[src/verilog/dmem_config.svh]
// Data memory wrapper configuration
`ifndef DMEM_CONFIG_SVH
`define DMEM_CONFIG_SVH

// Address fields
`define DMEM_CORE_MSB      31
`define DMEM_CORE_LSB      24
`define DMEM_REGION_MSB    23
`define DMEM_REGION_LSB    20
`define DMEM_REGION_DATA   4'd1
`define DMEM_REGION_CR     4'd2

// Memory geometry, word address widths
`define DMEM_DATA_AW       10
`define DMEM_CR_AW         6
`define DMEM_IMEM_MSB      32'd15

// ==================================================
// CR word offsets, per-thread groups take base + thread
// ==================================================
`define DMEM_CR_THREAD_ID  0
`define DMEM_CR_CORE_ID    1
`define DMEM_CR_STK_OFST   2
`define DMEM_CR_TLS_OFST   3
`define DMEM_CR_SHRD_OFST  4
`define DMEM_CR_IMEM_MSB   5
`define DMEM_CR_DMEM_MSB   6
`define DMEM_CR_STATUS     8
`define DMEM_CR_EXCEPTION  12
`define DMEM_CR_PC         16
`define DMEM_CR_DFD_ID     20
`define DMEM_CR_SCRATCH    24
`define DMEM_CR_PC_RST     28
`define DMEM_CR_PC_EN      32
`define DMEM_CR_STK_BASE   36
`define DMEM_CR_TLS_BASE   40

// Reset offsets
`define DMEM_STK_RST_0     32'h0040_0200
`define DMEM_STK_RST_1     32'h0040_0400
`define DMEM_STK_RST_2     32'h0040_0600
`define DMEM_STK_RST_3     32'h0040_0800
`define DMEM_TLS_RST_0     32'h0040_0200
`define DMEM_TLS_RST_1     32'h0040_0400
`define DMEM_TLS_RST_2     32'h0040_0600
`define DMEM_TLS_RST_3     32'h0040_0800
`define DMEM_SHRD_OFST     32'h0040_0F00

// Response queue depth, also the core's initial credits
`define DMEM_CREDITS       4

`endif

[src/verilog/dmem_pkg.sv]
// Data memory wrapper types
package dmem_pkg;

    // ==================================================
    // Core request
    // ==================================================
    typedef struct packed {
        logic [31:0] addr;
        logic [3:0]  byte_en;
        logic [31:0] wr_data;
        logic        wr;
        // One-hot thread of the issuing context
        logic [3:0]  thread;
        logic [31:0] pc;
    } dmem_req_t;

    // Request after decode, hits already qualified by local core match
    typedef struct packed {
        dmem_req_t   req;
        logic [1:0]  thread_id;
        logic        data_hit;
        logic        cr_hit;
    } dmem_dec_t;

    // ==================================================
    // Response back to the core
    // ==================================================
    typedef struct packed {
        logic [31:0] rd_data;
        logic        wr;
        logic [3:0]  thread;
    } dmem_rsp_t;

    // Per-thread control bits seen by the core
    typedef struct packed {
        logic        pc_rst;
        logic        pc_en;
        logic [4:0]  dfd_id;
    } dmem_thread_cr_t;

    // Thread 0 sits at index 0
    typedef struct packed {
        dmem_thread_cr_t [3:0] thread;
    } dmem_core_cr_t;

endpackage

[src/verilog/dmem_ctrl_regs.sv]
// Control register block
`include "dmem_config.svh"

module dmem_ctrl_regs (
    input  logic                    clock,
    input  logic                    reset,
    input  logic                    dec_valid,
    input  dmem_pkg::dmem_dec_t     dec,
    input  logic [7:0]              core_id,
    output logic [31:0]             cr_q,
    output logic                    acc_valid,
    output logic                    acc_data_hit,
    output logic                    acc_cr_hit,
    output dmem_pkg::dmem_rsp_t     acc_tag,
    output dmem_pkg::dmem_core_cr_t core_cr
);

    logic [`DMEM_CR_AW-1:0]        cr_off;
    logic [(1 << `DMEM_CR_AW)-1:0] wr_sel;
    logic [31:0]                   wr_data;
    logic [31:0]                   cr_rd_data;
    logic [3:0][31:0]              stk_ofst;
    logic [3:0][31:0]              tls_ofst;
    logic [3:0][31:0]              scratch;
    logic [3:0][31:0]              last_pc;

    assign cr_off  = dec.req.addr[`DMEM_CR_AW+1:2];
    assign wr_data = dec.req.wr_data;

    // ==================================================
    // Write decode, one select per CR word
    // ==================================================
    always_comb begin
        wr_sel = '0;
        if (dec_valid && dec.cr_hit && dec.req.wr) begin
            wr_sel[cr_off] = 1'b1;
        end
    end

    always_ff @(posedge clock) begin
        if (reset) begin
            for (int t = 0; t < 4; t++) begin
                core_cr.thread[t].pc_rst <= 1'b1;
                core_cr.thread[t].pc_en  <= 1'b1;
                core_cr.thread[t].dfd_id <= 5'd0;
            end
            stk_ofst <= {`DMEM_STK_RST_3, `DMEM_STK_RST_2, `DMEM_STK_RST_1, `DMEM_STK_RST_0};
            tls_ofst <= {`DMEM_TLS_RST_3, `DMEM_TLS_RST_2, `DMEM_TLS_RST_1, `DMEM_TLS_RST_0};
            scratch  <= '0;
            last_pc  <= '0;
        end else begin
            for (int t = 0; t < 4; t++) begin
                if (wr_sel[`DMEM_CR_PC_RST + t]) core_cr.thread[t].pc_rst <= wr_data[0];
                if (wr_sel[`DMEM_CR_PC_EN + t])  core_cr.thread[t].pc_en  <= wr_data[0];
                if (wr_sel[`DMEM_CR_DFD_ID + t]) core_cr.thread[t].dfd_id <= wr_data[4:0];
                if (wr_sel[`DMEM_CR_STK_BASE + t]) stk_ofst[t] <= wr_data;
                if (wr_sel[`DMEM_CR_TLS_BASE + t]) tls_ofst[t] <= wr_data;
                if (wr_sel[`DMEM_CR_SCRATCH + t])  scratch[t]  <= wr_data;
                // Last PC follows every request of the thread
                if (dec_valid && dec.thread_id == 2'(t)) begin
                    last_pc[t] <= dec.req.pc;
                end
            end
        end
    end

    // ==================================================
    // Read mux
    // ==================================================
    always_comb begin
        case (cr_off)
            `DMEM_CR_THREAD_ID: cr_rd_data = {30'd0, dec.thread_id};
            `DMEM_CR_CORE_ID:   cr_rd_data = {24'd0, core_id};
            `DMEM_CR_STK_OFST:  cr_rd_data = stk_ofst[dec.thread_id];
            `DMEM_CR_TLS_OFST:  cr_rd_data = tls_ofst[dec.thread_id];
            `DMEM_CR_SHRD_OFST: cr_rd_data = `DMEM_SHRD_OFST;
            `DMEM_CR_IMEM_MSB:  cr_rd_data = `DMEM_IMEM_MSB;
            `DMEM_CR_DMEM_MSB:  cr_rd_data = 32'(`DMEM_DATA_AW + 1);
            default:            cr_rd_data = 32'd0;
        endcase
        for (int t = 0; t < 4; t++) begin
            // Status and exception have no sources yet
            if (cr_off == `DMEM_CR_STATUS + t)    cr_rd_data = 32'd0;
            if (cr_off == `DMEM_CR_EXCEPTION + t) cr_rd_data = 32'd0;
            if (cr_off == `DMEM_CR_PC + t)        cr_rd_data = last_pc[t];
            if (cr_off == `DMEM_CR_DFD_ID + t) begin
                cr_rd_data = {27'd0, core_cr.thread[t].dfd_id};
            end
            if (cr_off == `DMEM_CR_SCRATCH + t)  cr_rd_data = scratch[t];
            if (cr_off == `DMEM_CR_PC_RST + t)   cr_rd_data = {31'd0, core_cr.thread[t].pc_rst};
            if (cr_off == `DMEM_CR_PC_EN + t)    cr_rd_data = {31'd0, core_cr.thread[t].pc_en};
            if (cr_off == `DMEM_CR_STK_BASE + t) cr_rd_data = stk_ofst[t];
            if (cr_off == `DMEM_CR_TLS_BASE + t) cr_rd_data = tls_ofst[t];
        end
    end

    // Stage two flags
    always_ff @(posedge clock) begin
        if (reset) begin
            acc_valid    <= 1'b0;
            acc_data_hit <= 1'b0;
            acc_cr_hit   <= 1'b0;
        end else begin
            acc_valid    <= dec_valid;
            acc_data_hit <= dec.data_hit;
            acc_cr_hit   <= dec.cr_hit;
        end
    end

    always_ff @(posedge clock) begin
        cr_q            <= cr_rd_data;
        acc_tag.rd_data <= 32'd0;
        acc_tag.wr      <= dec.req.wr;
        acc_tag.thread  <= dec.req.thread;
    end

endmodule

[config.mk]
export PLATFORM = sky130hd
export DESIGN_NAME = dmem_ctrl_regs
export DESIGN_NICKNAME = d
export VERILOG_FILES = /design/src/verilog/dmem_pkg.sv /design/src/verilog/dmem_ctrl_regs.sv
export VERILOG_INCLUDE_DIRS = /design/src /design/src/verilog
export SDC_FILE = /design/constraint.sdc
export NUM_CORES = 1
export LEC_CHECK = 0
export BUFFER_PORTS_ARGS = -buffer_cell sky130_fd_sc_hd__buf_4
export CAP_MARGIN = 20
export CORE_MARGIN = 1
export CORE_UTILIZATION = 28
export CTS_BUF_LIST = sky130_fd_sc_hd__clkbuf_4 sky130_fd_sc_hd__clkbuf_8
export DETAILED_ROUTE_END_ITERATION = 6
export GPL_TIMING_DRIVEN = 0
export SYNTH_ARGS = -nofsm -noshare
export SYNTH_HDL_FRONTEND = slang
export SYNTH_SLANG_ARGS = --single-unit
[constraint.sdc]
create_clock -name clock -period 4.7 [get_ports clock]
set_clock_uncertainty 0.05 [all_clocks]
set_input_delay 1.175 -clock clock [delete_from_list [all_inputs] [get_ports clock]]
set_output_delay 1.175 -clock clock [all_outputs]
set_load 0.03 [all_outputs]
[Yosys cells after proc, flatten, opt, wreduce, memory -nomap -nowiden]
Index checks and enable logic that the tools add are counted.
Operators by class
  magnitude comparators: 3
  multiplexer cells: 44
  equality and inequality tests: 45
  reductions and logical operators: 9
Operators by type and width (number)
  32-bit two-way mux: 38
  32-bit case mux with 7 select lines: 1
  32-bit binary-select mux with 2-bit select: 2
  6-bit by 5-bit equality test with 1-bit output (second input constant): 16
  6-bit equality test (second input constant): 12
  6-bit by 4-bit equality test with 1-bit output (second input constant): 8
  44-bit two-way mux: 1
  6-bit by 3-bit equality test with 1-bit output (second input constant): 3
  6-bit by 2-bit equality test with 1-bit output (second input constant): 2
  1-bit logical AND: 7
  6-bit by 7-bit less-than comparator with 1-bit output (second input constant): 1
  1-bit demux with 6-bit select: 1
  6-bit by 1-bit equality test with 1-bit output (second input constant): 1
  6-bit by 1-bit greater-or-equal comparator with 1-bit output (second input constant): 1
  6-bit logical NOT: 1
  2-bit equality test (second input constant): 2
  2-bit by 3-bit less-than comparator with 1-bit output (second input constant): 1
  2-bit by 1-bit equality test with 1-bit output (second input constant): 1
  2-bit logical NOT: 1
  1-bit two-way mux: 1
Storage, ports and cells
  output and inout port bits: 100
  input port bits: 120
  logic and storage cells: 135
  flip-flop bits (word level): 580

[Longest topological paths before layout]
  word-level depth: 39
  gate-level depth with buffers: 10
  mapped depth without buffers: 6

[Worst setup path before layout]
OpenSTA, ideal clock, no wires.
  path kind: input port to flip-flop
  start point: in dec[3] in the netlist's numbering
  end point: reg cr_q[10]
  cell stages on the path: 6
  library setup time: 0.122 ns
  setup slack: 1.747 ns
  buffers on the path: 2
  data arrival time: 2.781 ns
  data required time: 4.528 ns
  cell sequence: buf_2 -> buf_2 -> mux4_2 -> a222oi_1 -> a21oi_1 -> o32a_1
Between the ends
  word-level cells in the longest chain between the ends: 39
  elaborated cells on any way between the ends: 41
  those cells by class: mux: 41
Ends and longest elaborated chain
  start, declared: line dmem_ctrl_regs.sv:8  | input dmem_pkg::dmem_dec_t dec,
  32-bit binary-select mux with 2-bit select (on tied branches): line dmem_ctrl_regs.sv:75, dmem_ctrl_regs.sv:74
  32-bit two-way mux (on tied branches): line dmem_ctrl_regs.sv:75, dmem_ctrl_regs.sv:74
  32-bit case mux with 7 select lines *: line dmem_ctrl_regs.sv:71  | case (cr_off)
  32-bit two-way mux *: line dmem_ctrl_regs.sv:83  | if (cr_off == `DMEM_CR_STATUS + t) cr_rd_data = 32'd0;
  32-bit two-way mux *: line dmem_ctrl_regs.sv:84  | if (cr_off == `DMEM_CR_EXCEPTION + t) cr_rd_data = 32'd0;
  32-bit two-way mux *: line dmem_ctrl_regs.sv:85  | if (cr_off == `DMEM_CR_PC + t) cr_rd_data = last_pc[t];
  32-bit two-way mux *: line dmem_ctrl_regs.sv:86  | if (cr_off == `DMEM_CR_DFD_ID + t) begin
  32-bit two-way mux *: line dmem_ctrl_regs.sv:89  | if (cr_off == `DMEM_CR_SCRATCH + t) cr_rd_data = scratch[t];
  [... 24 more ...]
  32-bit two-way mux *: line dmem_ctrl_regs.sv:85
  32-bit two-way mux *: line dmem_ctrl_regs.sv:86
  32-bit two-way mux *: line dmem_ctrl_regs.sv:89
  32-bit two-way mux *: line dmem_ctrl_regs.sv:90  | if (cr_off == `DMEM_CR_PC_RST + t) cr_rd_data = {31'd0, core_cr.thread[t].pc_rst};
  32-bit two-way mux *: line dmem_ctrl_regs.sv:91  | if (cr_off == `DMEM_CR_PC_EN + t) cr_rd_data = {31'd0, core_cr.thread[t].pc_en};
  32-bit two-way mux *: line dmem_ctrl_regs.sv:92  | if (cr_off == `DMEM_CR_STK_BASE + t) cr_rd_data = stk_ofst[t];
  32-bit two-way mux *: line dmem_ctrl_regs.sv:93  | if (cr_off == `DMEM_CR_TLS_BASE + t) cr_rd_data = tls_ofst[t];
  via cr_rd_data[10]: line dmem_ctrl_regs.sv:21  | logic [31:0] cr_rd_data;
  end signal, assigned: line dmem_ctrl_regs.sv:111  | cr_q <= cr_rd_data;
  end, declared: line dmem_ctrl_regs.sv:10  | output logic [31:0] cr_q,
Mark *: on every way through the listed nets, which the timed path passes. The rest lies on a longest branch. The select of a mux whose other input is x is not followed.
A chain may end at the register's enable or synchronous reset.

[Worst setup path in the final report]
  start point: in dec[3] in the netlist's numbering
  end point: reg last_pc[124] in the netlist's numbering
Between the ends
  word-level cells in the longest chain between the ends: 2
Ends and longest elaborated chain
  2-bit equality test: line dmem_ctrl_regs.sv:60  | if (dec_valid && dec.thread_id == 2'(t)) begin
  1-bit logical AND: line dmem_ctrl_regs.sv:60
  end signal, assigned by index: line dmem_ctrl_regs.sv:61  | last_pc[t] <= dec.req.pc;
  end, declared: line dmem_ctrl_regs.sv:25  | logic [3:0][31:0] last_pc;
No other way between the ends.

==> reports/qor.csv <==
stage,metric,value,unit
power_and_ir_drop,power density cells,357,nW/µm²
logic_synthesis,number of enable flip-flop cells after synthesis,0,
power_and_ir_drop,PnR Total Power,11.1,mW
setup_path,CP max-delay cell,buf_2,
logic_synthesis,Post-Syn Area per Cell,7.93,µm²
floorplan,Cell Rows,111,
grt,initial antenna violation count,7,
sta,Slew HR,0.103,
logic_synthesis,Yosys warnings,0,
cts,post-CTS sizing,0,
worst_hold_path,HP Class,reg -> reg,
floorplan,die area,94300,µm²
layout,fraction of layout cells with a size suffix above 1,0.162,
cts,H-tree Lvls,3,
logic_synthesis,post-synthesis cell area,26100,µm²
setup_path,CP Cell Sequence,"buf_2, buf_2, buf_4, buf_2, nand3_1, clkbuf_1, nand2_1, a21oi_1",
grt,largest net degree at the start of global routing,15,
cts,TritonCTS clock tree,done,
detailed_routing,met2 wire len,57200,µm
power_and_ir_drop,share of total power in sequential cells,0.450,
setup_path,"Arr. time, crit path",4.29,ns
layout,Synth-to-Final Area Change,19.6,%
sta,Achievable Freq,267,MHz
detailed_routing,vias per inst,5.67,
setup_path,Reg2Reg Launch Point,last_pc[99]$_SDFFE_PP0P_,
worst_hold_path,hold depth,2,
power_and_ir_drop,Comb pwr share,0.078,
logic_synthesis,Netlist cell types,78,
detailed_routing,DR pass1 iterations,7,
cts,total CTS buffers,105,
floorplan,core area,91900,µm²
grt,Total GRT Usage,0.277,
power_and_ir_drop,switching power,3.00,mW
detailed_routing,met3 WL,17500,µm
setup_path,Critical R2R Capture,cr_q[3]$_DFF_P_,
setup_path,Critical Path Sink Type,flop,
worst_hold_path,WHS Endpoint,last_pc[55]$_SDFFE_PP0P_,
logic_synthesis,Mapped Cells,3287,
setup_path,Setup crit start kind,primary input,
detailed_routing,top routing layer used,met5,
grt,vias in the first global route,25700,
detailed_routing,DR iter-0 viols,4403,
floorplan,Die W,307,µm
power_and_ir_drop,Sw Share,0.270,
sta,Tmin final,3.75,ns
floorplan,die height,307,µm
cts,Skew-Pair Late Insertion Delay,0.77,ns
detailed_routing,drt wl/cell,27.6,µm
worst_hold_path,Worst Hold Launch,last_pc[55]$_SDFFE_PP0P_,
power_and_ir_drop,Peak supply drop,0.206,mV
run_status,failing checks,design-rule violations,
logic_synthesis,most instantiated cells after synthesis,"nand2_1 (1140), dfxtp_1 (580), a21oi_1 (554)",
logic_synthesis,share of the synthesized area in the top cell type,0.445,
cts,CTS root buf,clkbuf_8,
cts,Post-CTS Setup Bufs,0,
placement,DP HPWL,92600,µm
setup_path,CP most frequent cell,buf_2,
layout,final layout net count,3700,
logic_synthesis,Synth Flop Type,dfxtp_1,
detailed_routing,Post-Route WL,135000,µm
detailed_routing,DRT antenna net count,0,
detailed_routing,DRC,19,
detailed_routing,vias,27800,
cts,CTS hold repair buffers,0,
run,MaxCap Viol Count,0,
setup_path,"reg-to-reg slack, setup",2.40,ns
sta,share of the clock period used by the worst path,0.798,
logic_synthesis,#FFs+latches synth,580,
logic_synthesis,dominant cell by count in the synthesized netlist,nand2_1,
grt,Congestion Overflow GR,0,
cts,clk buf depth,3,
grt,first-pass GRT wire length,186000,µm
power_and_ir_drop,cell-internal power,8.12,mW
sta,setup tns final,0,ns
power_and_ir_drop,clock share of power,0.473,
logic_synthesis,leading area contributor after synthesis,dfxtp_1,
cts,Worst-path clk slew,0.06,ns
setup_path,max incr delay on CP,0.66,ns
setup_path,R2R depth,6,
detailed_routing,M1 wire length,52000,µm
cts,CTS Sinks,580,
run_status,outcome,finished with violations,
sta,Slew @ Worst Pin,1.35,ns
floorplan,IO Pins,220,
setup_path,Worst EP required,5.24,ns
sta,"Slew Viols, Final",0,
logic_synthesis,largest cells by area after synthesis,"dfxtp_1 (45%), nand2_1 (16%), a21oi_1 (11%)",
sta,Final Hold Fails,0,
placement,Final Wtd Congestion,1.00,
logic_synthesis,"Seq/Total Area, Yosys",0.445,
setup_path,critical path class,in -> reg,
sta,final setup vio count,0,
logic_synthesis,asr flop ratio synth,0,
setup_path,"Max FO, Critical Path",10,
sta,RSZ-0062 raised after global routing,false,
power_and_ir_drop,Static Leakage,10.9,nW
placement,# port buffers,152,
floorplan,Initial Util,0.284,
power groups by stage:
stage | combinational (mW) | clock, mW | sequential, mW
after floorplan | 0.400 | 0 | 5.13
after global placement | 0.820 | 0 | 5.11
after detailed placement | 0.821 | 0 | 5.11
after CTS | 0.824 | 5.27 | 5.00
after global routing | 0.873 | 5.50 | 5.01
final | 0.863 | 5.26 | 5.00
worst max-delay path by stage:
stage          slack, ns  startpoint                         end
2_1_floorplan       1.75      dec[3]            cr_q[10]$_DFF_P_
3_3_place_gp        0.35     dec[82]            cr_q[22]$_DFF_P_
3_5_place_dp        0.41     dec[82]  stk_ofst[103]$_SDFFE_PP0P_
4_1_cts             1.18     dec[82]  stk_ofst[103]$_SDFFE_PP0P_
5_1_grt             1.07      dec[3]   last_pc[117]$_SDFFE_PP0P_
6_report            0.95      dec[3]   last_pc[124]$_SDFFE_PP0P_
routing by layer:
layer / vias up / track usage
met3: 509 / 0.0867
met4: 4 / 0.151
met1: 13200 / 0.352
met2: 2139 / 0.416
li1: 11900 / -
met5: - / 0
kinds of logic (layout without fill, tap and decap cells):
kind of cell | count (synthesis) | after routing | share of synthesized area
simple gates | 1377 | 1377 | 0.219
compound gates | 902 | 902 | 0.208
flops | 580 | 580 | 0.445
buf+inv | 332 | 666 | 0.0605
mux | 91 | 91 | 0.0657
xor+xnor | 4 | 4 | 0.00134
other cells | 1 | 37 | 0.000144
cell usage in the layout (no fill, tap or decap), types with 26 or more instances in the layout:
cell type  count
nand2_1     1140
dfxtp_1      580
a21oi_1      554
buf_4        203
a22oi_1      188
clkbuf_1     170
clkbuf_8     133
buf_2        106
nor2_1        81
mux4_2        64
conb_1        32
clkbuf_4      30
nor3_1        29
o21ai_0       27
mux2i_1       26
flip-flops by register name (all words and copies together), names as in the netlist, 5 cells and up:
name / count
acc_tag: 5
core_cr: 28
cr_q: 32
last_pc: 128
scratch: 128
stk_ofst: 128
tls_ofst: 128
layout make-up:
class | instances | area, µm²
Sequential cell | 580 | 11600
Inverter | 3 | 11.3
Antenna cell | 5 | 12.5
Clock buffer | 163 | 2060
Multi-Input combinational cell | 2406 | 13000
Clock inverter | 16 | 186
Buffer | 329 | 1570
Tap cell | 1243 | 1560
Fill cell | 9960 | 60800
Timing Repair Buffer | 155 | 1170
critical path: cells and delay by family:
| family | cells | cell delay [ns] |
|---|---|---|
| buf+inv | 5 | 2.43 |
| compound gates | 1 | 0.08 |
| simple gates | 2 | 0.58 |
per-stage QoR:
stage          setup WS, ns  std cells   util  hold slack [ns]  cell area [µm²]
3_3_place_gp          0.349       4713  0.314            0.392            28900
5_1_grt                1.07       4897  0.339            0.417            31200
4_1_cts                1.18       4893  0.339            0.402            31100
2_1_floorplan          1.75       3318      -            0.383            26200
6_report              0.950       4900  0.339            0.403            31200
3_5_place_dp          0.405       4714  0.314            0.395            28900
Note: power is estimated with default switching activity, not from simulation.
