<file path="config.mk">
export PLATFORM = sky130hd
export DESIGN_NAME = dmem_rsp_queue
export DESIGN_NICKNAME = d
export VERILOG_FILES = /design/src/verilog/dmem_pkg.sv /design/src/verilog/dmem_rsp_queue.sv
export VERILOG_INCLUDE_DIRS = /design/src /design/src/verilog
export SDC_FILE = /design/constraint.sdc
export NUM_CORES = 1
export LEC_CHECK = 0
export ABC_AREA = 1
export BUFFER_PORTS_ARGS = -buffer_cell sky130_fd_sc_hd__buf_4
export CAP_MARGIN = 30
export CORE_ASPECT_RATIO = 1.75
export CORE_MARGIN = 3
export CORE_UTILIZATION = 31
export CTS_BUF_LIST = sky130_fd_sc_hd__clkbuf_2 sky130_fd_sc_hd__clkbuf_4 sky130_fd_sc_hd__clkbuf_8
export DETAILED_ROUTE_END_ITERATION = 8
export GPL_TIMING_DRIVEN = 0
export SLEW_MARGIN = 10
export SYNTH_ARGS = -nofsm -noshare
export SYNTH_HDL_FRONTEND = slang
export SYNTH_SLANG_ARGS = --single-unit
</file>
<file path="constraint.sdc">
create_clock -name clock -period 2 [get_ports clock]
set_input_delay 0.2 -clock clock [delete_from_list [all_inputs] [get_ports clock]]
set_output_delay 0.2 -clock clock [all_outputs]
set_load 0.03 [all_outputs]
</file>
<file path="src/verilog/dmem_config.svh">
// Data memory wrapper configuration
`ifndef DMEM_CONFIG_SVH
`define DMEM_CONFIG_SVH

// Address fields
`define DMEM_CORE_MSB      31
`define DMEM_CORE_LSB      24
`define DMEM_REGION_MSB    23
`define DMEM_REGION_LSB    20
`define DMEM_REGION_DATA   4'd1
`define DMEM_REGION_CR     4'd2

// Memory geometry, word address widths
`define DMEM_DATA_AW       10
`define DMEM_CR_AW         6
`define DMEM_IMEM_MSB      32'd15

// ==================================================
// CR word offsets, per-thread groups take base + thread
// ==================================================
`define DMEM_CR_THREAD_ID  0
`define DMEM_CR_CORE_ID    1
`define DMEM_CR_STK_OFST   2
`define DMEM_CR_TLS_OFST   3
`define DMEM_CR_SHRD_OFST  4
`define DMEM_CR_IMEM_MSB   5
`define DMEM_CR_DMEM_MSB   6
`define DMEM_CR_STATUS     8
`define DMEM_CR_EXCEPTION  12
`define DMEM_CR_PC         16
`define DMEM_CR_DFD_ID     20
`define DMEM_CR_SCRATCH    24
`define DMEM_CR_PC_RST     28
`define DMEM_CR_PC_EN      32
`define DMEM_CR_STK_BASE   36
`define DMEM_CR_TLS_BASE   40

// Reset offsets
`define DMEM_STK_RST_0     32'h0040_0200
`define DMEM_STK_RST_1     32'h0040_0400
`define DMEM_STK_RST_2     32'h0040_0600
`define DMEM_STK_RST_3     32'h0040_0800
`define DMEM_TLS_RST_0     32'h0040_0200
`define DMEM_TLS_RST_1     32'h0040_0400
`define DMEM_TLS_RST_2     32'h0040_0600
`define DMEM_TLS_RST_3     32'h0040_0800
`define DMEM_SHRD_OFST     32'h0040_0F00

// Response queue depth, also the core's initial credits
`define DMEM_CREDITS       4

`endif

</file>
<file path="src/verilog/dmem_pkg.sv">
// Data memory wrapper types
package dmem_pkg;

    // ==================================================
    // Core request
    // ==================================================
    typedef struct packed {
        logic [31:0] addr;
        logic [3:0]  byte_en;
        logic [31:0] wr_data;
        logic        wr;
        // One-hot thread of the issuing context
        logic [3:0]  thread;
        logic [31:0] pc;
    } dmem_req_t;

    // Request after decode, hits already qualified by local core match
    typedef struct packed {
        dmem_req_t   req;
        logic [1:0]  thread_id;
        logic        data_hit;
        logic        cr_hit;
    } dmem_dec_t;

    // ==================================================
    // Response back to the core
    // ==================================================
    typedef struct packed {
        logic [31:0] rd_data;
        logic        wr;
        logic [3:0]  thread;
    } dmem_rsp_t;

    // Per-thread control bits seen by the core
    typedef struct packed {
        logic        pc_rst;
        logic        pc_en;
        logic [4:0]  dfd_id;
    } dmem_thread_cr_t;

    // Thread 0 sits at index 0
    typedef struct packed {
        dmem_thread_cr_t [3:0] thread;
    } dmem_core_cr_t;

endpackage

</file>
<file path="src/verilog/dmem_rsp_queue.sv">
// Response queue with credit return
`include "dmem_config.svh"

module dmem_rsp_queue (
    input  logic                clock,
    input  logic                reset,
    input  logic                acc_valid,
    input  logic                acc_data_hit,
    input  logic                acc_cr_hit,
    input  dmem_pkg::dmem_rsp_t acc_tag,
    input  logic [31:0]         sram_q,
    input  logic [31:0]         cr_q,
    output logic                rsp_valid,
    output dmem_pkg::dmem_rsp_t rsp,
    input  logic                rsp_ready,
    output logic                credit_return
);

    localparam int depth = `DMEM_CREDITS;
    localparam int ptr_w = $clog2(depth);

    dmem_pkg::dmem_rsp_t entries [depth];
    dmem_pkg::dmem_rsp_t push_entry;
    logic [ptr_w-1:0]    wr_ptr;
    logic [ptr_w-1:0]    rd_ptr;
    logic [ptr_w:0]      count;
    logic                push;
    logic                pop;

    // Writes carry no data
    always_comb begin
        push_entry = acc_tag;
        if (acc_tag.wr)        push_entry.rd_data = 32'd0;
        else if (acc_cr_hit)   push_entry.rd_data = cr_q;
        else if (acc_data_hit) push_entry.rd_data = sram_q;
        else                   push_entry.rd_data = 32'd0;
    end

    assign push      = acc_valid;
    assign pop       = rsp_valid && rsp_ready;
    assign rsp_valid = (count != '0);
    assign rsp       = entries[rd_ptr];

    // ==================================================
    // Pointers, occupancy and credits
    // ==================================================
    always_ff @(posedge clock) begin
        if (reset) begin
            wr_ptr        <= '0;
            rd_ptr        <= '0;
            count         <= '0;
            credit_return <= 1'b0;
        end else begin
            if (push) wr_ptr <= (wr_ptr == ptr_w'(depth - 1)) ? '0 : wr_ptr + 1'b1;
            if (pop)  rd_ptr <= (rd_ptr == ptr_w'(depth - 1)) ? '0 : rd_ptr + 1'b1;
            case ({push, pop})
                2'b10:   count <= count + 1'b1;
                2'b01:   count <= count - 1'b1;
                default: count <= count;
            endcase
            credit_return <= pop;
        end
    end

    always_ff @(posedge clock) begin
        if (push) begin
            entries[wr_ptr] <= push_entry;
        end
    end

endmodule

</file>
* Yosys cells after proc, flatten, opt, wreduce, memory -nomap -nowiden
Memories as Yosys holds them, arrays and structs flattened. A register that Yosys moved wholly into a read port is not among the register bits.
Cells that the tools add are included.
** Storage, ports and cells
- Flip-flop bits (word level) :: 8
- Memory bits (writable) :: 148
- Input bits :: 107
- Memories kept :: 1
** Memory list
- entries :: depth 4, width 37, read ports 1, clocked after Yosys merged registers in 1, wr ports 1, line dmem_rsp_queue.sv:22 : dmem_pkg::dmem_rsp_t entries [depth];
** Operators by class
- Add/subtract/negate cells :: 4
- Eq/ne operators :: 4
- Mux-type cells :: 10
- Reduce and logical (&&, ||, !) cells :: 3
** Operator list (count)
- $mux W32 :: 3
- $mux W2 :: 4
- $eq A2 B2 Y1 const B :: 3
- $pmux W3 S2 :: 1
- $add A2 B1 Y2 const B :: 2
- $add A3 B1 Y3 const B :: 1
- $reduce_bool A3 Y1 :: 1
- $sub A3 B1 Y3 const B :: 1
- $eq A2 B1 Y1 const B :: 1
- $mux W1 :: 2
- $reduce_bool A2 Y1 :: 1
- $logic_and A1 B1 Y1 :: 1

* Depth between registers and ports, before layout
Gate-level depths: netlist (run 1).
- Word-level depth :: 4
- Mapped depth :: 13

* Least setup slack after synthesis (run 1)
Ideal clock, no wire load.
- Path type :: register to register
- Start :: register count[0]
- End :: register count[2]
- Library setup time :: 110 ps
- Data arrival time :: 1744 ps
- Data required time :: 1890 ps
- Slack :: 147 ps
- Cell stages (with the launch flop) :: 14
- Buffers on the path :: 0
- Cells stage by stage :: dfxtp_1 -> inv_1 -> nand3_1 -> nand2_1 -> inv_1 -> ha_1 -> inv_1 -> fa_1 -> inv_1 -> nand2_1 -> nand3_1 -> nand2_1 -> inv_1 -> nor2_1
** Between the ends
- Cells in the longest elaborated chain, start to end :: 4
** RTL lines
- from (decl) :: line dmem_rsp_queue.sv:26 : logic [ptr_w:0] count;
- from (signal assigned) :: line dmem_rsp_queue.sv:57 : 2'b10: count <= count + 1'b1;
- from (signal assigned) :: line dmem_rsp_queue.sv:58 : 2'b01: count <= count - 1'b1;
- from (signal assigned) :: line dmem_rsp_queue.sv:59 : default: count <= count;
- $reduce_bool A3 Y1 (*) :: line dmem_rsp_queue.sv:41 : assign rsp_valid = (count != '0);
- net rsp_valid :: line dmem_rsp_queue.sv:13 : output logic rsp_valid,
- $logic_and A1 B1 Y1 (*) :: line dmem_rsp_queue.sv:40 : assign pop = rsp_valid && rsp_ready;
- net pop :: line dmem_rsp_queue.sv:28 : logic pop;
- $eq A2 B1 Y1 or $eq A2 B2 Y1 (tied branches) :: line dmem_rsp_queue.sv:56 : case ({push, pop})
- $pmux W3 S2 or $reduce_bool A2 Y1 (tied branches)
The timed path passes the listed nets; every way through them passes the cells marked *.
A chain may end at the register's enable or synchronous reset.

==> results of run 1 <==
==> routing by layer <==
layer | vias to the layer above | global-route usage | routed length (um)
li1 | 2210 | - | -
met1 | 2192 | 0.1729 | 6404
met2 | 109 | 0.2672 | 9123
met3 | 17 | 0.03226 | 833
met4 | 0 | 0.05265 | 277
met5 | - | 0 | 0
==> cells in the final DEF, fill, tap and decap left out, drive strengths merged, types with 2 or more instances in the layout <==
cell type	n
edfxtp	148
nand2	75
inv	27
nor2	80
dlygate4sd3	5
buf	142
dfxtp	10
clkbuf	28
o22ai	37
o21ai	77
ha	6
nand3	4
clkinv	6
a21oi	38
clkinvlp	2
==> repair_timing <==
action                                 CTS  global route
setup endpoints to repair               37            33
gates resized for setup                 40            34
endpoints found under the hold margin   18             0
gates cloned                             1             0
pin swaps                                7             8
hold buffers                             5             0
setup buffers                            4             0
==> flip-flops by register name, indices dropped and copies added (netlist names), named ones only <==
name and flops:
entries 148, count 3, rd_ptr 2, wr_ptr 2
credit_return 1
==> path summary, 6_finish.rpt <==
kind / from / endpoint / cells past startpoint
setup / recovery: register / rsp[17] / 7
hold reg to reg: rd_ptr[1]$_SDFFE_PP0N_ / register / 2
hold / removal: acc_tag[4] / entries[0][4]$_DFFE_PP_ / 1
setup reg to reg: count[1]$_SDFFE_PP0P_ / count[2]$_SDFFE_PP0P_ / 13
==> kinds of logic (layout without fill, tap and decap cells) <==
logic type | count (synthesis) | in the layout | synth area share
AOI/OAI and AO/OA | 152 | 152 | 0.1251
adders and majority gates | 7 | 7 | 0.01474
buffers and inverters | 53 | 210 | 0.04287
DFF | 158 | 158 | 0.7201
and+or+nand+nor | 162 | 162 | 0.09719
==> cell type report <==
| type | instances | area (sq um) |
|---|---|---|
| buffer | 32 | 271.5 |
| clock buffer | 17 | 234.0 |
| clock inverter | 15 | 126.4 |
| fill | 1967 | 12000 |
| inverter | 20 | 77.57 |
| multi-input combinational | 321 | 1634 |
| sequential | 158 | 4646 |
| tap | 248 | 310.3 |
| timing repair buffer | 126 | 1077 |
==> synth_stat cells, types with 2 or more instances <==
| cell type | number | share of area |
|---|---|---|
| buf_2 | 7 | 0.0054 |
| o22ai_1 | 37 | 0.036 |
| nor2_1 | 79 | 0.046 |
| buf_6 | 8 | 0.014 |
| nand2_1 | 75 | 0.044 |
| o21ai_0 | 49 | 0.038 |
| dfxtp_1 | 10 | 0.031 |
| inv_1 | 19 | 0.011 |
| clkbuf_1 | 15 | 0.0087 |
| o21ai_1 | 28 | 0.022 |
| a21oi_1 | 38 | 0.029 |
| edfxtp_1 | 148 | 0.69 |
| nand3_1 | 4 | 0.0031 |
| buf_4 | 2 | 0.0023 |
| ha_1 | 6 | 0.012 |
==> power by group <==
| group | total [W] | switching, W | internal (W) |
|---|---|---|---|
| Combinational | 0.00330 | 0.00204 | 0.00126 |
| Sequential | 0.00385 | 0.0000533 | 0.00380 |
| Clock | 0.00214 | 0.00125 | 0.000896 |
| Total | 0.00929 | 0.00334 | 0.00595 |
==> metrics by stage <==
stage	hold slack, ps	utilization	instance area (sq um)	setup WS (ps)
after global placement	382.4	0.3731	7601	-342.0
final	42.37	0.4111	8377	55.47
after global routing	9.045	0.4111	8377	-2.060
after floorplan	272.4	-	6450	146.7
after detailed placement	386.2	0.3777	7696	128.6
after CTS	16.06	0.4078	8309	-3.703
==> results.sh, run 1 <==
export IMPL_placed_cells=896
export IMPL_synthCells=532
export IMPL_async_flop_share=0
export IMPL_ys_warn_count=0
export IMPL_finalSetupViolCount=0
export IMPL_grt_use_total=0.1491
export IMPL_clk_pin_slew_worst_paths_ps=80
export IMPL_layout_drive_gt1_share=0.2975
export IMPL_post_dp_hpwl_um=11120
export IMPL_grt_setup_unrepaired="yes"
export IMPL_ant_nets=0
export IMPL_diodes=0
export IMPL_cts_tree="yes"
export IMPL_startpoint_type="register"
export IMPL_cp_end_kind="output pin"
export IMPL_drt_wirelength_per_cell_um=17.76
export IMPL_io_pins=146
export IMPL_hold_class="input pin to register"
export IMPL_synth_distinct_cells=22
export IMPL_drv_cap=0
export IMPL_die_area_sq_mm=0.02264
export IMPL_htree_levels=4
export IMPL_finClkSkew_ps=18.03
export IMPL_grt_pass1_vias=4653
export IMPL_cp_required_ps=1800
export IMPL_synth_edf_count=148
export IMPL_crit_top_cell="buf_8"
export IMPL_vias_per_cell=4.832
export IMPL_routed_wl_um=16640
export IMPL_cpPeakStageDelay_ps=340
export IMPL_slew_headroom=0.5632
export IMPL_crit_path_top_delay_cell="dfxtp_2"
export IMPL_critical_path_class="register to output pin"
export IMPL_drv_slew=0
export IMPL_fmax_mhz=514.3
export IMPL_clock_path_buffers=2
export IMPL_firstDrtPassIters=4
export IMPL_syn_area_per_cell_sq_um=12.12
export IMPL_outcome="completed"
export IMPL_ys_seq_area_frac=0.7201
export IMPL_cts_root_buffer="clkbuf_8"
export IMPL_drt_iter0_drc=197
export IMPL_cp_max_fo=10
export IMPL_die_w_um=115.0
export IMPL_grt_overflow_total=0
export IMPL_p_leak_nw=3.179
export IMPL_ys_flop_type="edfxtp_1"
export IMPL_grt_max_degree=23
export IMPL_num_rows=69
export IMPL_portBuffers=112
export IMPL_vdd_ir_drop_max_mv=0.5208
export IMPL_stdcell_count=937
export IMPL_gp_congestion=0.7487
export IMPL_worst_path_buf_inv=5
export IMPL_powerDensity_mw_per_mm2=1109
export IMPL_finalHoldViolations=0
export IMPL_start_util=0.3166
export IMPL_setup_tns_ps=0
export IMPL_clkSinkCount=158
export IMPL_syn_area_sq_mm=0.006450
export IMPL_coreArea_sq_mm=0.02037
export IMPL_nets=790
export IMPL_synth_nets=646
export IMPL_grt_pass1_wl_um=25250
export IMPL_arrival_ps=1740
export IMPL_ys_ff_latch=158
export IMPL_synthToLayoutAreaGrowth_pct=29.87
export IMPL_drc=0
export IMPL_period_needed_ps=1945
export IMPL_cp_top_family="buffers and inverters"
export IMPL_period_share=0.9723
export IMPL_cts_buffers=17
export IMPL_crit_chain="buf_8, inv_4, buf_12, buf_8, nor2_1, o22ai_2, buf_6"
export IMPL_rrSetupSlack_ps=300
export IMPL_antenna_found_initial=0
export IMPL_clk_latency_ps=450
export IMPL_dr_total_vias=4528
export IMPL_worst_pin_slew_ps=655.2
export IMPL_p_total_w=0.009290
export IMPL_die_y_um=196.8
No activity file was read; power rests on OpenSTA's default activity.
==> run 2: changes to the inputs <==
--- a/config.mk
+++ b/config.mk
@@ -15,6 +15,7 @@
 export CTS_BUF_LIST = sky130_fd_sc_hd__clkbuf_2 sky130_fd_sc_hd__clkbuf_4 sky130_fd_sc_hd__clkbuf_8
 export DETAILED_ROUTE_END_ITERATION = 8
 export GPL_TIMING_DRIVEN = 0
+export SKIP_LAST_GASP = 1
 export SLEW_MARGIN = 10
 export SYNTH_ARGS = -nofsm -noshare
 export SYNTH_HDL_FRONTEND = slang
==> constraint.sdc (replaced) <==
create_clock -name clock -period 2 [get_ports clock]
set_input_delay 0.2 -clock clock [delete_from_list [all_inputs] [get_ports clock]]
set_output_delay 0.2 -clock clock [all_outputs]
set_load 0.01 [all_outputs]
==> results.sh, run 2 (synthesized netlist as in run 1, its figures left out) <==
export IMPL_layout_drive_gt1_share=0.3007
export IMPL_grt_overflow_total=0
export IMPL_arrival_ps=1760
export IMPL_antenna_found_initial=0
export IMPL_worst_path_buf_inv=5
export IMPL_postCtsSetupBuffers=0
export IMPL_cp_end_kind="output pin"
export IMPL_drt_iter0_drc=191
export IMPL_drv_cap=0
export IMPL_dr_total_vias=4548
export IMPL_grt_use_total=0.1480
export IMPL_start_util=0.3166
export IMPL_critical_path_class="register to output pin"
export IMPL_cp_required_ps=1800
export IMPL_fmax_mhz=511.0
export IMPL_finalSetupViolCount=0
export IMPL_drc=0
export IMPL_worst_pin_slew_ps=660.4
export IMPL_cpPeakStageDelay_ps=360
export IMPL_clk_latency_ps=450
export IMPL_grt_pass1_wl_um=25100
export IMPL_drv_slew=0
export IMPL_die_area_sq_mm=0.02264
export IMPL_slew_headroom=0.5598
export IMPL_die_y_um=196.8
export IMPL_p_leak_nw=3.135
export IMPL_crit_path_top_delay_cell="dfxtp_2"
export IMPL_place_ws_ps=169.3
export IMPL_grt_max_degree=23
export IMPL_cts_tree="yes"
export IMPL_grt_pass1_vias=4590
export IMPL_grt_setup_unrepaired="yes"
export IMPL_period_needed_ps=1957
export IMPL_powerDensity_mw_per_mm2=1039
export IMPL_finClkSkew_ps=16.64
export IMPL_num_rows=69
export IMPL_reg_top3="entries (148), count (3)"
export IMPL_clock_path_buffers=2
export IMPL_fin_util=0.4063
export IMPL_htree_levels=4
export IMPL_routed_wl_um=16570
export IMPL_setup_ws_ps=43.08
export IMPL_cp_max_fo=10
export IMPL_period_share=0.9785
export IMPL_mostFrequentLayoutCell="edfxtp_1"
export IMPL_drt_wirelength_per_cell_um=17.75
export IMPL_firstDrtPassIters=5
export IMPL_layout_common_cells="edfxtp_1 (148), buf_4 (115), nor2_1 (77), nand2_1 (75), o21ai_0 (47)"
export IMPL_cts_buffers=17
export IMPL_vias_per_cell=4.875
export IMPL_hold_class="input pin to register"
export IMPL_post_dp_hpwl_um=11120
export IMPL_clk_pin_slew_worst_paths_ps=80
export IMPL_cts_root_buffer="clkbuf_8"
export IMPL_vdd_ir_drop_max_mv=0.5191
export IMPL_coreArea_sq_mm=0.02037
export IMPL_crit_chain="buf_6, inv_2, buf_12, buf_8, o21ai_1, o22ai_2, buf_4"
export IMPL_io_pins=146
export IMPL_startpoint_type="register"
export IMPL_synthToLayoutAreaGrowth_pct=28.34
export IMPL_nets=786
export IMPL_holdWs_ps=45.44
export IMPL_portBuffers=112
export IMPL_die_w_um=115.0
export IMPL_largest_reg_flops=148
export IMPL_diodes=0
export IMPL_finalHoldViolations=0
export IMPL_regMostFlops="entries"
export IMPL_gp_congestion=0.7487
export IMPL_clkSinkCount=158
export IMPL_outcome="completed"
export IMPL_cp_top_family="buffers and inverters"
export IMPL_ant_nets=0
## run 2: metrics by stage
stage / TNS [ps] / total power (W) / area, sq um / cells
floorplan: 0 / 0.005189 / 6450 / 532
global placement: -44530 / 0.006343 / 7601 / 892
detailed placement: 0 / 0.006379 / 7696 / 896
CTS: -17.21 / 0.008600 / 8199 / 933
global route: -200.2 / 0.009047 / 8278 / 933
finish: 0 / 0.008605 / 8278 / 933
## run 2: worst paths after layout
kind / to / cells after the start / slack (ps) / from
min: entries[0][4]$_DFFE_PP_ / 1 / 50 / acc_tag[4]
max: rsp[27] / 7 / 40 / register
min reg2reg: register / 2 / 540 / rd_ptr[1]$_SDFFE_PP0N_
max reg2reg: count[2]$_SDFFE_PP0P_ / 13 / 300 / count[1]$_SDFFE_PP0P_
## run 2: cell type report
type / instances / area [sq um]
plain buffers: 33 / 250.2
clock buffers: 17 / 234.0
clock inverters: 15 / 126.4
fillers: 1988 / 12100
inverters: 20 / 75.07
multi-input cells: 321 / 1650
flip-flops and latches: 158 / 4646
well taps: 248 / 310.3
repair buffers: 121 / 985.9
## run 2: worst register-to-register path: stages (launching register included)
cell and delay [ps]:
dfxtp_1 350, inv_1 80, nand3_2 120, nand2_1 80
inv_1 60, ha_1 150, inv_1 70, fa_1 380
inv_1 60, nand2_1 60, nand3_1 70, nand2_1 50
inv_1 40, nor2_1 30
## run 2: what timing repair did
item,CTS,global route
endpoints found under the hold margin,18,0
hold buffers,5,0
pin swaps,1,7
resized for setup,25,27
setup endpoints to repair,36,35
## run 2: power breakdown
group          internal, W  switching, W  total (W)
clock             0.000896       0.00124    0.00214
combinational      0.00112       0.00150    0.00261
sequential         0.00380     0.0000539    0.00385
## run 2: layer usage
layer,wire length [um],GRT usage,up-vias
li1,-,-,2197
met5,0,0,-
met2,9029,0.2650,130
met1,6508,0.1727,2209
met3,798,0.03195,12
met4,229,0.05091,0
==> run 3: changes to the inputs <==
--- a/config.mk
+++ b/config.mk
@@ -15,6 +15,7 @@
 export CTS_BUF_LIST = sky130_fd_sc_hd__clkbuf_2 sky130_fd_sc_hd__clkbuf_4 sky130_fd_sc_hd__clkbuf_8
 export DETAILED_ROUTE_END_ITERATION = 8
 export GPL_TIMING_DRIVEN = 0
+export PLACE_DENSITY_LB_ADDON = 0.12
 export SKIP_LAST_GASP = 1
 export SLEW_MARGIN = 10
 export SYNTH_ARGS = -nofsm -noshare
==> results.sh, run 3 (synthesized netlist as in run 1, its figures left out) <==
export IMPL_outcome="completed"
export IMPL_cp_required_ps=1800
export IMPL_drc=0
export IMPL_layout_drive_gt1_share=0.2990
export IMPL_num_rows=69
export IMPL_htree_levels=4
export IMPL_grt_pass1_wl_um=26410
export IMPL_firstDrtPassIters=4
export IMPL_post_dp_hpwl_um=11640
export IMPL_grt_max_degree=26
export IMPL_drt_wirelength_per_cell_um=18.92
export IMPL_grt_overflow_total=0
export IMPL_drv_cap=0
export IMPL_die_area_sq_mm=0.02264
export IMPL_mostFrequentLayoutCell="edfxtp_1"
export IMPL_p_total_w=0.008661
export IMPL_clk_pin_slew_worst_paths_ps=80
export IMPL_dpl_cell_area_sq_mm=0.007681
export IMPL_cts_buffers=17
export IMPL_routed_wl_um=17730
export IMPL_finalSetupViolCount=0
export IMPL_nets=790
export IMPL_period_needed_ps=1910
export IMPL_coreArea_sq_mm=0.02037
export IMPL_finClkSkew_ps=14.44
export IMPL_largest_reg_flops=148
export IMPL_powerDensity_mw_per_mm2=1042
export IMPL_grt_use_total=0.1564
export IMPL_cts_tree="yes"
export IMPL_die_w_um=115.0
export IMPL_ant_nets=0
export IMPL_layout_common_cells="edfxtp_1 (148), buf_4 (117), nor2_1 (79), nand2_1 (75), o21ai_0 (46)"
export IMPL_cp_end_kind="output pin"
export IMPL_grt_pass1_vias=4797
export IMPL_gp_congestion=0.7543
export IMPL_fmax_mhz=523.4
export IMPL_vias_per_cell=4.868
export IMPL_diodes=0
export IMPL_startpoint_type="register"
export IMPL_clock_path_buffers=2
export IMPL_reg_top3="entries (148), count (3)"
export IMPL_fin_util=0.4079
export IMPL_worst_pin_slew_ps=622.2
export IMPL_drt_iter0_drc=177
export IMPL_hold_class="input pin to register"
export IMPL_cts_root_buffer="clkbuf_8"
export IMPL_finalHoldViolations=0
export IMPL_cp_max_fo=10
export IMPL_clkSinkCount=158
export IMPL_clk_latency_ps=440
export IMPL_regMostFlops="entries"
export IMPL_period_share=0.9552
export IMPL_io_pins=146
export IMPL_synthToLayoutAreaGrowth_pct=28.87
export IMPL_grt_setup_unrepaired="yes"
export IMPL_critical_path_class="register to output pin"
export IMPL_antenna_found_initial=0
export IMPL_drv_slew=0
export IMPL_start_util=0.3166
export IMPL_p_leak_nw=3.146
export IMPL_dr_total_vias=4561
export IMPL_die_y_um=196.8
export IMPL_arrival_ps=1710
export IMPL_final_cell_area_sq_mm=0.008312
export IMPL_slew_headroom=0.5852
export IMPL_vdd_ir_drop_max_mv=0.4977
export IMPL_portBuffers=112
-- run 3: cell types whose count changed in the layout (fill, tap and decap cells not counted), moves of 3 or more --
cell and change:
clkinvlp_4 +3, buf_12 +3, o22ai_2 -3, clkbuf_4 +7, o22ai_1 +3
-- run 3: through the flow --
stage / worst slack [ps] / TNS, ps / hold slack [ps] / cells
4_1_cts: -27.27 / -60.40 / 13.68 / 933
3_3_place_gp: -516.5 / -65230 / 378.9 / 892
3_5_place_dp: 107.0 / 0 / 384.8 / 896
5_1_grt: -4.123 / -4.123 / 10.36 / 937
2_1_floorplan: 289.9 / 0 / 272.4 / 532
6_report: 89.57 / 0 / 28.69 / 937
-- run 3: path summary, 6_finish.rpt --
path	from	to	slack, ps	cells past startpoint
max	register	rsp[10]	90	7
min	acc_tag[4]	entries[1][4]$_DFFE_PP_	30	1
max reg2reg	count[2]$_SDFFE_PP0P_	count[2]$_SDFFE_PP0P_	240	13
min reg2reg	rd_ptr[1]$_SDFFE_PP0N_	register	540	2
-- run 3: per-layer routing --
layer,GRT usage,vias to the layer above,routed length [um]
met2,0.2912,130,9746
met3,0.03164,21,732
li1,-,2200,-
met1,0.1697,2210,6905
met4,0.06179,0,343
met5,0,-,0
-- run 3: final cells by class --
type / instances / area, sq um
clock buffers: 19 / 249.0
inverters: 20 / 83.83
fillers: 1965 / 12060
repair buffers: 125 / 1018
multi-input cells: 321 / 1627
clock inverters: 13 / 107.6
plain buffers: 33 / 269.0
well taps: 248 / 310.3
flip-flops and latches: 158 / 4647
-- run 3: what timing repair did --
| item | in CTS | in global routing |
|---|---|---|
| pin swaps | 1 | 5 |
| hold endpoints to repair | 18 | 0 |
| setup buffers | 0 | 3 |
| hold buffers | 5 | 0 |
| gates cloned | 0 | 1 |
| endpoints found under the setup margin | 35 | 36 |
| gates resized for setup | 28 | 26 |
-- run 3: critical path: stages (launching register included) --
cell and delay [ps]:
dfxtp_2 340, buf_6 150, inv_6 80, buf_12 130
buf_8 150, nor2_1 50, o22ai_1 220, buf_4 170
-- run 3: report_power, final --
part           switching, W  internal [W]  total, W
clock network       0.00121      0.000908   0.00212
logic               0.00152       0.00117   0.00268
registers         0.0000558       0.00380   0.00386
